<file path="config.mk">
export PLATFORM = sky130hd
export DESIGN_NAME = lsu_decode
export DESIGN_NICKNAME = d
export VERILOG_FILES = /design/src/lsu_isa_pkg.sv /design/src/lsu_mem_pkg.sv /design/src/lsu_decode.sv
export SDC_FILE = /design/constraint.sdc
export NUM_CORES = 1
export LEC_CHECK = 0
export BUFFER_PORTS_ARGS = -buffer_cell sky130_fd_sc_hd__buf_4
export CAP_MARGIN = 10
export CORE_UTILIZATION = 41
export CTS_CLUSTER_DIAMETER = 200
export DETAILED_ROUTE_END_ITERATION = 10
export PLACE_DENSITY = 0.91
export SLEW_MARGIN = 15
export SYNTH_ARGS = -nofsm -noshare
export SYNTH_HDL_FRONTEND = slang
export SYNTH_SLANG_ARGS = --single-unit
</file>
<file path="constraint.sdc">
create_clock -name clk -period 2.7 [get_ports clk]
set_input_delay 0.54 -clock clk [delete_from_list [all_inputs] [get_ports clk]]
set_output_delay 0.54 -clock clk [all_outputs]
set_load 0.005 [all_outputs]
</file>
<file path="src/lsu_isa_pkg.sv">
package lsu_isa_pkg;

	// instruction field positions
	localparam int OP_HI = 31; // primary opcode
	localparam int OP_LO = 26;
	localparam int KIND_HI = 28; // low opcode bits double as load kind
	localparam int KIND_LO = 26;
	localparam int IMM_W = 16; // offset immediate, bits 15..0

	// loads
	localparam logic [5:0] OP_LB = 6'b100000;
	localparam logic [5:0] OP_LH = 6'b100001;
	localparam logic [5:0] OP_LWL = 6'b100010;
	localparam logic [5:0] OP_LW = 6'b100011;
	localparam logic [5:0] OP_LBU = 6'b100100;
	localparam logic [5:0] OP_LHU = 6'b100101;
	localparam logic [5:0] OP_LWR = 6'b100110;

	// stores, SWL/SWR not handled
	localparam logic [5:0] OP_SB = 6'b101000;
	localparam logic [5:0] OP_SH = 6'b101001;
	localparam logic [5:0] OP_SW = 6'b101011;

	// internal load kind, same coding as instr[28:26] of the load
	typedef enum logic [2:0] {
		LK_LB = 3'b000,
		LK_LH = 3'b001,
		LK_LWL = 3'b010,
		LK_LW = 3'b011,
		LK_LBU = 3'b100,
		LK_LHU = 3'b101,
		LK_LWR = 3'b110
	} load_kind_t;

endpackage

</file>
<file path="src/lsu_mem_pkg.sv">
package lsu_mem_pkg;

	localparam int LANES = 4; // bytes per RAM word
	localparam int BYTE_W = 8;

	// bit i enables lane i, lane 0 is bits 7..0 of the word
	typedef logic [LANES-1:0] byte_en_t;

	localparam byte_en_t BE_NONE = 4'b0000; // error requests
	localparam byte_en_t BE_LANE0 = 4'b0001; // shifted by offset for bytes
	localparam byte_en_t BE_LO_HALF = 4'b0011;
	localparam byte_en_t BE_HI_HALF = 4'b1100;
	localparam byte_en_t BE_ALL = 4'b1111;

endpackage

</file>
<file path="src/lsu_decode.sv">
module lsu_decode #(
	parameter int DEPTH = 256
) (
	input logic clk,
	input logic rst_n,
	input logic in_valid,
	output logic in_ready,
	input logic [31:0] instr,
	input logic [31:0] base,
	input logic [31:0] wdata,
	output logic dec_valid,
	input logic dec_ready,
	output logic [$clog2(DEPTH)-1:0] dec_index,
	output lsu_mem_pkg::byte_en_t dec_be,
	output lsu_isa_pkg::load_kind_t dec_kind,
	output logic dec_store,
	output logic dec_err,
	output logic [31:0] dec_wdata
);

	localparam int IDX_W = $clog2(DEPTH);

	logic [5:0] opcode;
	logic [31:0] imm_ext;
	logic [31:0] addr;
	logic [1:0] offset;
	lsu_mem_pkg::byte_en_t be;
	logic is_store;
	logic bad;
	logic accept;

	assign opcode = instr[lsu_isa_pkg::OP_HI:lsu_isa_pkg::OP_LO];
	assign imm_ext = {{(32 - lsu_isa_pkg::IMM_W){instr[lsu_isa_pkg::IMM_W-1]}},
		instr[lsu_isa_pkg::IMM_W-1:0]};
	assign addr = base + imm_ext; // effective address
	assign offset = addr[1:0];

	always_comb begin
		be = lsu_mem_pkg::BE_NONE;
		is_store = 1'b0;
		bad = 1'b0;
		case (opcode)
			lsu_isa_pkg::OP_LB, lsu_isa_pkg::OP_LBU, lsu_isa_pkg::OP_SB: begin
				be = lsu_mem_pkg::BE_LANE0 << offset;
				is_store = (opcode == lsu_isa_pkg::OP_SB);
			end
			lsu_isa_pkg::OP_LH, lsu_isa_pkg::OP_LHU, lsu_isa_pkg::OP_SH: begin
				is_store = (opcode == lsu_isa_pkg::OP_SH);
				if (offset[0])
					bad = 1'b1; // odd halfword
				else
					be = offset[1] ? lsu_mem_pkg::BE_HI_HALF : lsu_mem_pkg::BE_LO_HALF;
			end
			lsu_isa_pkg::OP_LW, lsu_isa_pkg::OP_SW: begin
				is_store = (opcode == lsu_isa_pkg::OP_SW);
				if (offset != 2'd0)
					bad = 1'b1;
				else
					be = lsu_mem_pkg::BE_ALL;
			end
			lsu_isa_pkg::OP_LWL: be = lsu_mem_pkg::BE_ALL << offset; // lanes o..3
			lsu_isa_pkg::OP_LWR: be = lsu_mem_pkg::BE_ALL >> offset; // lanes 0..3-o
			default: bad = 1'b1; // unsupported opcode, SWL/SWR included
		endcase
		if (bad)
			be = lsu_mem_pkg::BE_NONE;
	end

	assign in_ready = !dec_valid || dec_ready; // slot empty or draining
	assign accept = in_valid && in_ready;

	always_ff @(posedge clk or negedge rst_n) begin
		if (!rst_n)
			dec_valid <= 1'b0;
		else if (in_ready)
			dec_valid <= in_valid;
	end

	always_ff @(posedge clk) begin
		if (accept) begin
			dec_index <= addr[IDX_W+1:2]; // wraps modulo DEPTH
			dec_be <= be;
			dec_kind <= lsu_isa_pkg::load_kind_t'(instr[lsu_isa_pkg::KIND_HI:lsu_isa_pkg::KIND_LO]);
			dec_store <= is_store && !bad;
			dec_err <= bad;
			dec_wdata <= wdata;
		end
	end

endmodule

</file>
==> run metrics <==
status=completed; post-synth top area cell=edfxtp_1; Tcrit/Tclk final=0.756; root buffer cell=clkbuf_8; largest net degree at the start of global routing=39; #FFs+latches synth=50; Slew Viols, Final=0; Iter 0 DRT Violations=92; antenna diode count=0; worst setup path category=primary input to flop; Clock power frac=0.290; grt ovf=0; Sw Pwr=0.000372 W; worst-path fanout max=9; Final HPWL DP=3590 um; Die Wd=74.2 um; first-pass GRT wire length=6470 um; Die ar.=5510 um2; fin util=0.655; post-synthesis sequential area ratio=0.699; CTS H-Tree Depth=2; max-cap violation count=0; final wirelength=4460 um; share of cells above drive strength 1=0.514; clock insertion delay at the later pin of the skew report=300 ps; PortBufs=112; Critical Path End Type=flop; Antenna Violating Nets Remaining=0; final critical-path required period=2040 ps; Async S/R FF share, synth=0.0200; Setup-failing EPs final=0; GRT Overall Usage=0.160; clk slew on worst S/H paths=90 ps; DR pass1 iterations=4; CTS buffer count=5; headroom to the max-slew limit=0.628; nets=364; power per cell area=544 nW/um2; ys flop type=edfxtp_1; portion of total power attributed to sequential cells=0.534; Finished Layout Cells=322; cell row count=25; synth unique cells=35; leakage power=1.37 nW; Reg2Reg Setup Slack=1260 ps; die boundary height=74.2 um; worst hold path type=primary input to flop; Internal=0.00137 W; Logic pwr share=0.176; cell depth of the worst flop-to-flop path=3; Mapped Cells=135; GPL Wtd Cong=0.755; Arr. time, crit path=2090 ps; Hold Path Sink=dec_wdata[30]; Post-synth EDFFs=49; Sw Ratio=0.214; mean area per synthesized cell=15.8 um2; Reg2Reg Capture Point=dec_be[3]; Synth area leaders=edfxtp_1 69%, ha_1 5.3%, xnor2_1 3.3%, nand2b_1 2.0%, a21oi_1 1.6%; RSZ-0062 raised after global routing=no; io pins=151; Min-Delay Startpoint=wdata[30]; Placed Instances=313; Layout Skew=8.45 ps; total number of vias=1563; Reg2Reg Launch Point=dec_valid; Req. time, crit path=2750 ps; Fin. Hold Viols=0; CTS tree=built; fmax=0.490 GHz; count leader, synth=edfxtp_1; vias per cell=4.85; clock sink count=50; Yosys top cell area share=0.688; drt drc=0; core footprint=4880 um2; Setup TNS=0 ps; Slew @ Worst Pin=553 ps; initial antenna violation count=0; initial core utilization=0.438; VDD IR max=0.000247 V; area grow syn2layout=49.5%; drt wl/cell=13.9 um; worst hold stages=1; Syn Nets=245; # resized after CTS=0; post-synthesis cell area=2140 um2; clock tree buffer depth=2; synth warn=0; crit start category=primary input; vias in the first global route=1454; Final Power=0.00174 W; Post-synth top cells=49 x edfxtp_1, 9 x ha_1, 8 x xnor2_1
-- worst max-delay path: stages --
cell and delay, ps:
buf_4 110, ha_1 200, inv_1 70, fa_1 530
nor4_1 320, o21a_1 160, nand2b_1 120, a21oi_1 50
-- per-layer routing --
metal	wire length [um]	part of all wire	global-route usage	vias up
met1	1590	0.36	0.167	717
met3	366	0.082	0.0379	10
met4	89	0.020	0.0839	0
li1	-	-	-	755
met2	2420	0.54	0.298	81
met5	0	0	0	-
-- how the worst max path moves through the flow --
stage | start | to | slack [ps] | cells after the start
4_1_cts | instr[0] | dec_be[0] | 670 | 8
3_5_place_dp | instr[0] | dec_be[0] | 340 | 8
2_1_floorplan | dec_ready | dec_be[0] | 410 | 2
5_1_grt | instr[0] | dec_be[0] | 520 | 8
3_3_place_gp | instr[0] | dec_be[0] | 380 | 8
6_report | instr[0] | dec_be[0] | 660 | 8
-- repair_timing --
action                    CTS  global route
setup buffers               0             0
hold buffers                1             0
hold endpoints to repair    1             0
-- logic make-up (layout without fill, tap and decap cells) --
logic type,Yosys count,in the layout,share of synthesized area
flip-flops,50,50,0.699
AO/OA/AOI/OAI,27,27,0.102
buffers and inverters,8,128,0.0140
AND/OR/NAND/NOR,30,30,0.0801
adder cells (fa/ha/maj),10,10,0.0620
multiplexers,1,1,0.00526
XOR/XNOR,9,9,0.0368
-- power by group through the flow --
stage	combinational, W	sequential [W]	clock [W]
final	0.000306	0.000928	0.000505
after global routing	0.000334	0.000934	0.000544
after CTS	0.000310	0.000929	0.000514
after detailed placement	0.000308	0.000947	0
after global placement	0.000297	0.000944	0
after floorplan	0.000127	0.000954	0
-- placed cells by master, fill, tap and decap left out, drive strengths merged, types with 6 or more instances in the layout --
cell,count
edfxtp,49
nand2,6
nand2b,7
ha,9
xnor2,8
inv,6
a21oi,9
buf,113
clkbuf,6
-- area by class of cell --
class,count,area (um2)
well taps,67,83.8
fillers,397,1680
flip-flops and latches,50,1500
repair buffers,114,871
inverters,6,22.5
clock inverters,2,37.5
clock buffers,6,72.6
multi-input cells,77,614
-- flip-flops by register name (all words and copies together), names as in the netlist --
signal and flops:
dec_wdata 32, dec_err 1, dec_valid 1, dec_store 1, dec_kind 3, dec_be 4
dec_index 8
-- through the flow --
| stage | setup WS, ps | cell area, um2 | hold slack, ps |
|---|---|---|---|
| 2_1_floorplan | 413 | 2140 | 244 |
| 3_3_place_gp | 382 | 3080 | 315 |
| 3_5_place_dp | 341 | 3080 | 317 |
| 4_1_cts | 665 | 3200 | 407 |
| 5_1_grt | 518 | 3200 | 394 |
| 6_report | 660 | 3200 | 410 |
(Power assumes the default switching activity.)
