**src/lsu_isa_pkg.sv**
```systemverilog
package lsu_isa_pkg;

	// instruction field positions
	localparam int OP_HI = 31; // primary opcode
	localparam int OP_LO = 26;
	localparam int KIND_HI = 28; // low opcode bits double as load kind
	localparam int KIND_LO = 26;
	localparam int IMM_W = 16; // offset immediate, bits 15..0

	// loads
	localparam logic [5:0] OP_LB = 6'b100000;
	localparam logic [5:0] OP_LH = 6'b100001;
	localparam logic [5:0] OP_LWL = 6'b100010;
	localparam logic [5:0] OP_LW = 6'b100011;
	localparam logic [5:0] OP_LBU = 6'b100100;
	localparam logic [5:0] OP_LHU = 6'b100101;
	localparam logic [5:0] OP_LWR = 6'b100110;

	// stores, SWL/SWR not handled
	localparam logic [5:0] OP_SB = 6'b101000;
	localparam logic [5:0] OP_SH = 6'b101001;
	localparam logic [5:0] OP_SW = 6'b101011;

	// internal load kind, same coding as instr[28:26] of the load
	typedef enum logic [2:0] {
		LK_LB = 3'b000,
		LK_LH = 3'b001,
		LK_LWL = 3'b010,
		LK_LW = 3'b011,
		LK_LBU = 3'b100,
		LK_LHU = 3'b101,
		LK_LWR = 3'b110
	} load_kind_t;

endpackage

```
**src/lsu_mem_pkg.sv**
```systemverilog
package lsu_mem_pkg;

	localparam int LANES = 4; // bytes per RAM word
	localparam int BYTE_W = 8;

	// bit i enables lane i, lane 0 is bits 7..0 of the word
	typedef logic [LANES-1:0] byte_en_t;

	localparam byte_en_t BE_NONE = 4'b0000; // error requests
	localparam byte_en_t BE_LANE0 = 4'b0001; // shifted by offset for bytes
	localparam byte_en_t BE_LO_HALF = 4'b0011;
	localparam byte_en_t BE_HI_HALF = 4'b1100;
	localparam byte_en_t BE_ALL = 4'b1111;

endpackage

```
**src/load_align.sv**
```systemverilog
module load_align (
	input logic [31:0] mem_in, // raw RAM word
	input lsu_isa_pkg::load_kind_t kind,
	input lsu_mem_pkg::byte_en_t byteenable, // lanes to take
	output logic [31:0] mem_out // extended, register byte order
);

	localparam int BW = lsu_mem_pkg::BYTE_W;

	logic [BW-1:0] b0;
	logic [BW-1:0] b1;
	logic [BW-1:0] b2;
	logic [BW-1:0] b3;
	logic [7:0] byte_sel;
	logic [15:0] half_sel;

	assign b0 = mem_in[0*BW +: BW];
	assign b1 = mem_in[1*BW +: BW];
	assign b2 = mem_in[2*BW +: BW];
	assign b3 = mem_in[3*BW +: BW];

	always_comb begin
		case (byteenable)
			4'b0010: byte_sel = b1;
			4'b0100: byte_sel = b2;
			4'b1000: byte_sel = b3;
			default: byte_sel = b0;
		endcase
		half_sel = byteenable[2] ? {b2, b3} : {b0, b1}; // lower lane is msb

		case (kind)
			lsu_isa_pkg::LK_LB: mem_out = {{24{byte_sel[7]}}, byte_sel};
			lsu_isa_pkg::LK_LBU: mem_out = {24'h0, byte_sel};
			lsu_isa_pkg::LK_LH: mem_out = {{16{half_sel[15]}}, half_sel};
			lsu_isa_pkg::LK_LHU: mem_out = {16'h0, half_sel};
			lsu_isa_pkg::LK_LWR: begin
				case (byteenable)
					4'b0001: mem_out = {24'h0, b0}; // counted from lane 0 up
					4'b0011: mem_out = {16'h0, b0, b1};
					4'b0111: mem_out = {8'h0, b0, b1, b2};
					default: mem_out = {b0, b1, b2, b3};
				endcase
			end
			lsu_isa_pkg::LK_LWL: begin
				case (byteenable)
					4'b1000: mem_out = {24'h0, b3}; // counted from lane 3 down
					4'b1100: mem_out = {16'h0, b3, b2};
					4'b1110: mem_out = {8'h0, b3, b2, b1};
					default: mem_out = {b3, b2, b1, b0};
				endcase
			end
			default: mem_out = {b0, b1, b2, b3}; // LW byte swap
		endcase
	end

endmodule

```
**src/lsu_result.sv**
```systemverilog
module lsu_result (
	input logic clk,
	input logic rst_n,
	input logic mem_valid,
	output logic mem_ready,
	input logic [31:0] mem_word,
	input lsu_mem_pkg::byte_en_t mem_be,
	input lsu_isa_pkg::load_kind_t mem_kind,
	input logic mem_load,
	input logic mem_err,
	output logic out_valid,
	input logic out_ready,
	output logic [31:0] rdata,
	output logic err
);

	logic [31:0] aligned;

	load_align u_align (
		.mem_in(mem_word),
		.kind(mem_kind),
		.byteenable(mem_be),
		.mem_out(aligned)
	);

	assign mem_ready = !out_valid || out_ready;

	always_ff @(posedge clk or negedge rst_n) begin
		if (!rst_n)
			out_valid <= 1'b0;
		else if (mem_ready)
			out_valid <= mem_valid;
	end

	always_ff @(posedge clk) begin
		if (mem_valid && mem_ready) begin
			rdata <= (mem_load && !mem_err) ? aligned : 32'h0; // stores and errors read 0
			err <= mem_err;
		end
	end

endmodule

```
**config.mk**
```make
export PLATFORM = sky130hd
export DESIGN_NAME = lsu_result
export DESIGN_NICKNAME = d
export VERILOG_FILES = /design/src/lsu_isa_pkg.sv /design/src/lsu_mem_pkg.sv /design/src/load_align.sv /design/src/lsu_result.sv
export SDC_FILE = /design/constraint.sdc
export NUM_CORES = 1
export LEC_CHECK = 0
export ABC_AREA = 1
export CAP_MARGIN = 30
export CORE_ASPECT_RATIO = 0.6
export CORE_MARGIN = 3
export CORE_UTILIZATION = 45
export CTS_CLUSTER_SIZE = 40
export DETAILED_ROUTE_END_ITERATION = 8
export DONT_BUFFER_PORTS = 1
export SETUP_SLACK_MARGIN = 0.2
export SLEW_MARGIN = 30
export SYNTH_ARGS = -nofsm -noshare
export SYNTH_HDL_FRONTEND = slang
export SYNTH_SLANG_ARGS = --single-unit
```
**constraint.sdc**
```tcl
create_clock -name clk -period 2.6 [get_ports clk]
set_clock_uncertainty 0.2 [all_clocks]
set_input_delay 0.39 -clock clk [delete_from_list [all_inputs] [get_ports clk]]
set_output_delay 0.39 -clock clk [all_outputs]
set_load 0.01 [all_outputs]
```
==> flow_summary.json <==
{
  "antenna_found_initial": 0,
  "core_area_sq_um": 8164,
  "multi_input_area_sq_um": 2417,
  "drt-initial-drc-count": 491,
  "fin_hold_ws_ps": 63.48,
  "cts_tree": "yes",
  "cp.required_ps": 2550,
  "status": "completed",
  "antenna_left": 0,
  "wl_mm": 14.57,
  "synth_warnings": 0,
  "grt_max_degree": 34,
  "period_share_pct": 73.27,
  "start_util_pct": 47.94,
  "place.gp.congestion": 0.9319,
  "yosys-top-cells-count": "nand2_1 (207), nor2_1 (95), nand3_1 (94), inv_1 (70), o21ai_0 (39)",
  "diodes": 0,
  "wl_met3_mm": 1.948,
  "synthCells": 661,
  "clkSlewWorstSetupHoldPaths_ps": 50,
  "first_pass_iters": 5,
  "yosysSeqAreaShare_pct": 25.96,
  "tightest_slew_ps": 631.1,
  "utilization_pct": 50.73,
  "leakagePower_nw": 2.114,
  "cts_sinks": 34,
  "synth_area_per_cell_sq_um": 5.921,
  "drc": 0,
  "n_fill_cell": 874,
  "period_minus_slack_ps": 1905,
  "slew_viol_final": 0,
  "grt.overflow.total": 0,
  "dieArea_sq_um": 9889,
  "synthesis.nets": 706,
  "grt_pass1_vias": 4260,
  "cp-start-kind": "primary input",
  "synth.largest_area_cell": "edfxtp_1",
  "crit_type": "primary input to flop",
  "ctsResizeCount": 0,
  "setup_viol": 0,
  "fin_area_sq_um": 4141,
  "wl_per_cell_um": 19.04,
  "path_max_fanout": 11,
  "vdd_drop_max_v": 0.0002615,
  "power_density_nw_per_um2": 389.3,
  "htreeDepth": 2,
  "routed-wl-met2_mm": 5.974,
  "critPathCaptureType": "flop",
  "yosysUniqueCellTypes": 28,
  "syn_area_sq_um": 3914,
  "max-cap-violations": 0,
  "drive_above_1_share_pct": 8.980,
  "cts-root-buf": "clkbuf_16",
  "hold_class": "primary input to flop",
  "tns_ps": 0,
  "grt_pass1_wl_mm": 23.12,
  "port_buffers": 0,
  "ys_ff_latch": 34,
  "yosys-top-cells-area": "edfxtp_1 (25%), nand2_1 (20%), nand3_1 (12%)",
  "rsz0062_at_grt": "no",
  "track_usage_pct": 29.74,
  "hpwl_mm": 11.01,
  "rows": 25,
  "finalNetCount": 701,
  "dpl_cell_area_sq_um": 3984,
  "fmax_mhz": 525.0,
  "die_w_um": 126.4,
  "hold_violations": 0,
  "area_growth_pct": 5.818,
  "die_h_um": 78.24,
  "viasPerCell": 5.847,
  "vias": 4473,
  "synth_ff_type": "edfxtp_1",
  "clockBufferDepth": 2,
  "synthMostInstantiatedCell": "nand2_1",
  "slew_headroom_pct": 57.92,
  "synthArstFlopShare_pct": 2.941,
  "wl_met1_mm": 6.370,
  "cts_buffers": 5,
  "crit_arrival_ps": 1860,
  "synth.top_cell.area_share_pct": 25.32,
  "ios": 80,
  "seqCellArea_sq_um": 1016,
  "routed.top_layer": "met4",
  "synth_edf_count": 33,
  "worstSkewPairLatency_ps": 270
}
==> flip-flops by register name, indices dropped and copies added, names as in the netlist <==
register	flops
err	1
out_valid	1
rdata	32
==> area by class of cell <==
| cell class | instances | share of cell area (%) |
|---|---|---|
| Clock buffer | 6 | 3.112 |
| Timing Repair Buffer | 17 | 3.505 |
| Sequential cell | 34 | 24.53 |
| Clock inverter | 2 | 0.2115 |
| Inverter | 76 | 7.009 |
| Multi-Input combinational cell | 522 | 58.37 |
| Tap cell | 108 | 3.263 |
==> placed cells by master, fill, tap and decap left out, types with 13 or more instances in the layout <==
cell,count
nand4_1,14
inv_1,70
nand2_1,207
o21ai_0,39
nand3_1,94
edfxtp_1,33
buf_4,14
a21oi_1,13
nor3_1,18
nor2_1,95
==> layer usage <==
metal	track usage (%)	vias up
li1	-	2131
met5	0	-
met4	7.066	0
met1	40.82	2034
met3	10.81	27
met2	44.67	281
==> metrics by stage <==
stage / total power [W] / instances / setup slack (ps)
after floorplan: 0.0009872 / 661 / 569.1
after global placement: 0.001062 / 755 / 433.9
after detailed placement: 0.001063 / 755 / 456.4
after CTS: 0.001618 / 764 / 754.5
after global routing: 0.001707 / 765 / 577.8
final: 0.001612 / 765 / 695.1
==> power by group <==
part	leakage, nW	switching [W]	internal [W]	total [W]
combinational	1.71	0.000266	0.000128	0.000394
sequential	0.339	0.0000281	0.000642	0.000670
clock	0.0683	0.000199	0.000349	0.000548
==> worst paths after layout <==
check	from	to	slack, ps	cells after the start
worst min register to register	out_valid	out_valid	520	2
min in group asynchronous	rst_n	out_valid	130	1
max in group asynchronous	rst_n	out_valid	1960	1
worst max register to register	out_valid	rdata[7]	1050	2
worst max-delay path	mem_kind[0]	rdata[17]	700	9
worst min-delay path	mem_valid	out_valid	60	2
==> kinds of logic after synthesis <==
| logic type | after synthesis | share of synthesized area, % |
|---|---|---|
| buf+inv | 105 | 12.56 |
| compound gates | 59 | 7.833 |
| flops | 34 | 25.96 |
| simple gates | 463 | 53.64 |
==> worst max-delay path: stages <==
cell     delay [ps]
inv_2           150
nand3_2         230
nor2_2          530
nor2_4          140
nor2_1          160
nor2_1           70
nand3_1          70
nand2_1          60
inv_1            50
==> timing repair <==
item	CTS	global route
hold buffers	1	1
buffers inserted	0	0
endpoints found under the hold margin	1	1
setup endpoints to repair	0	0
Note: power is estimated with default switching activity, not from simulation.
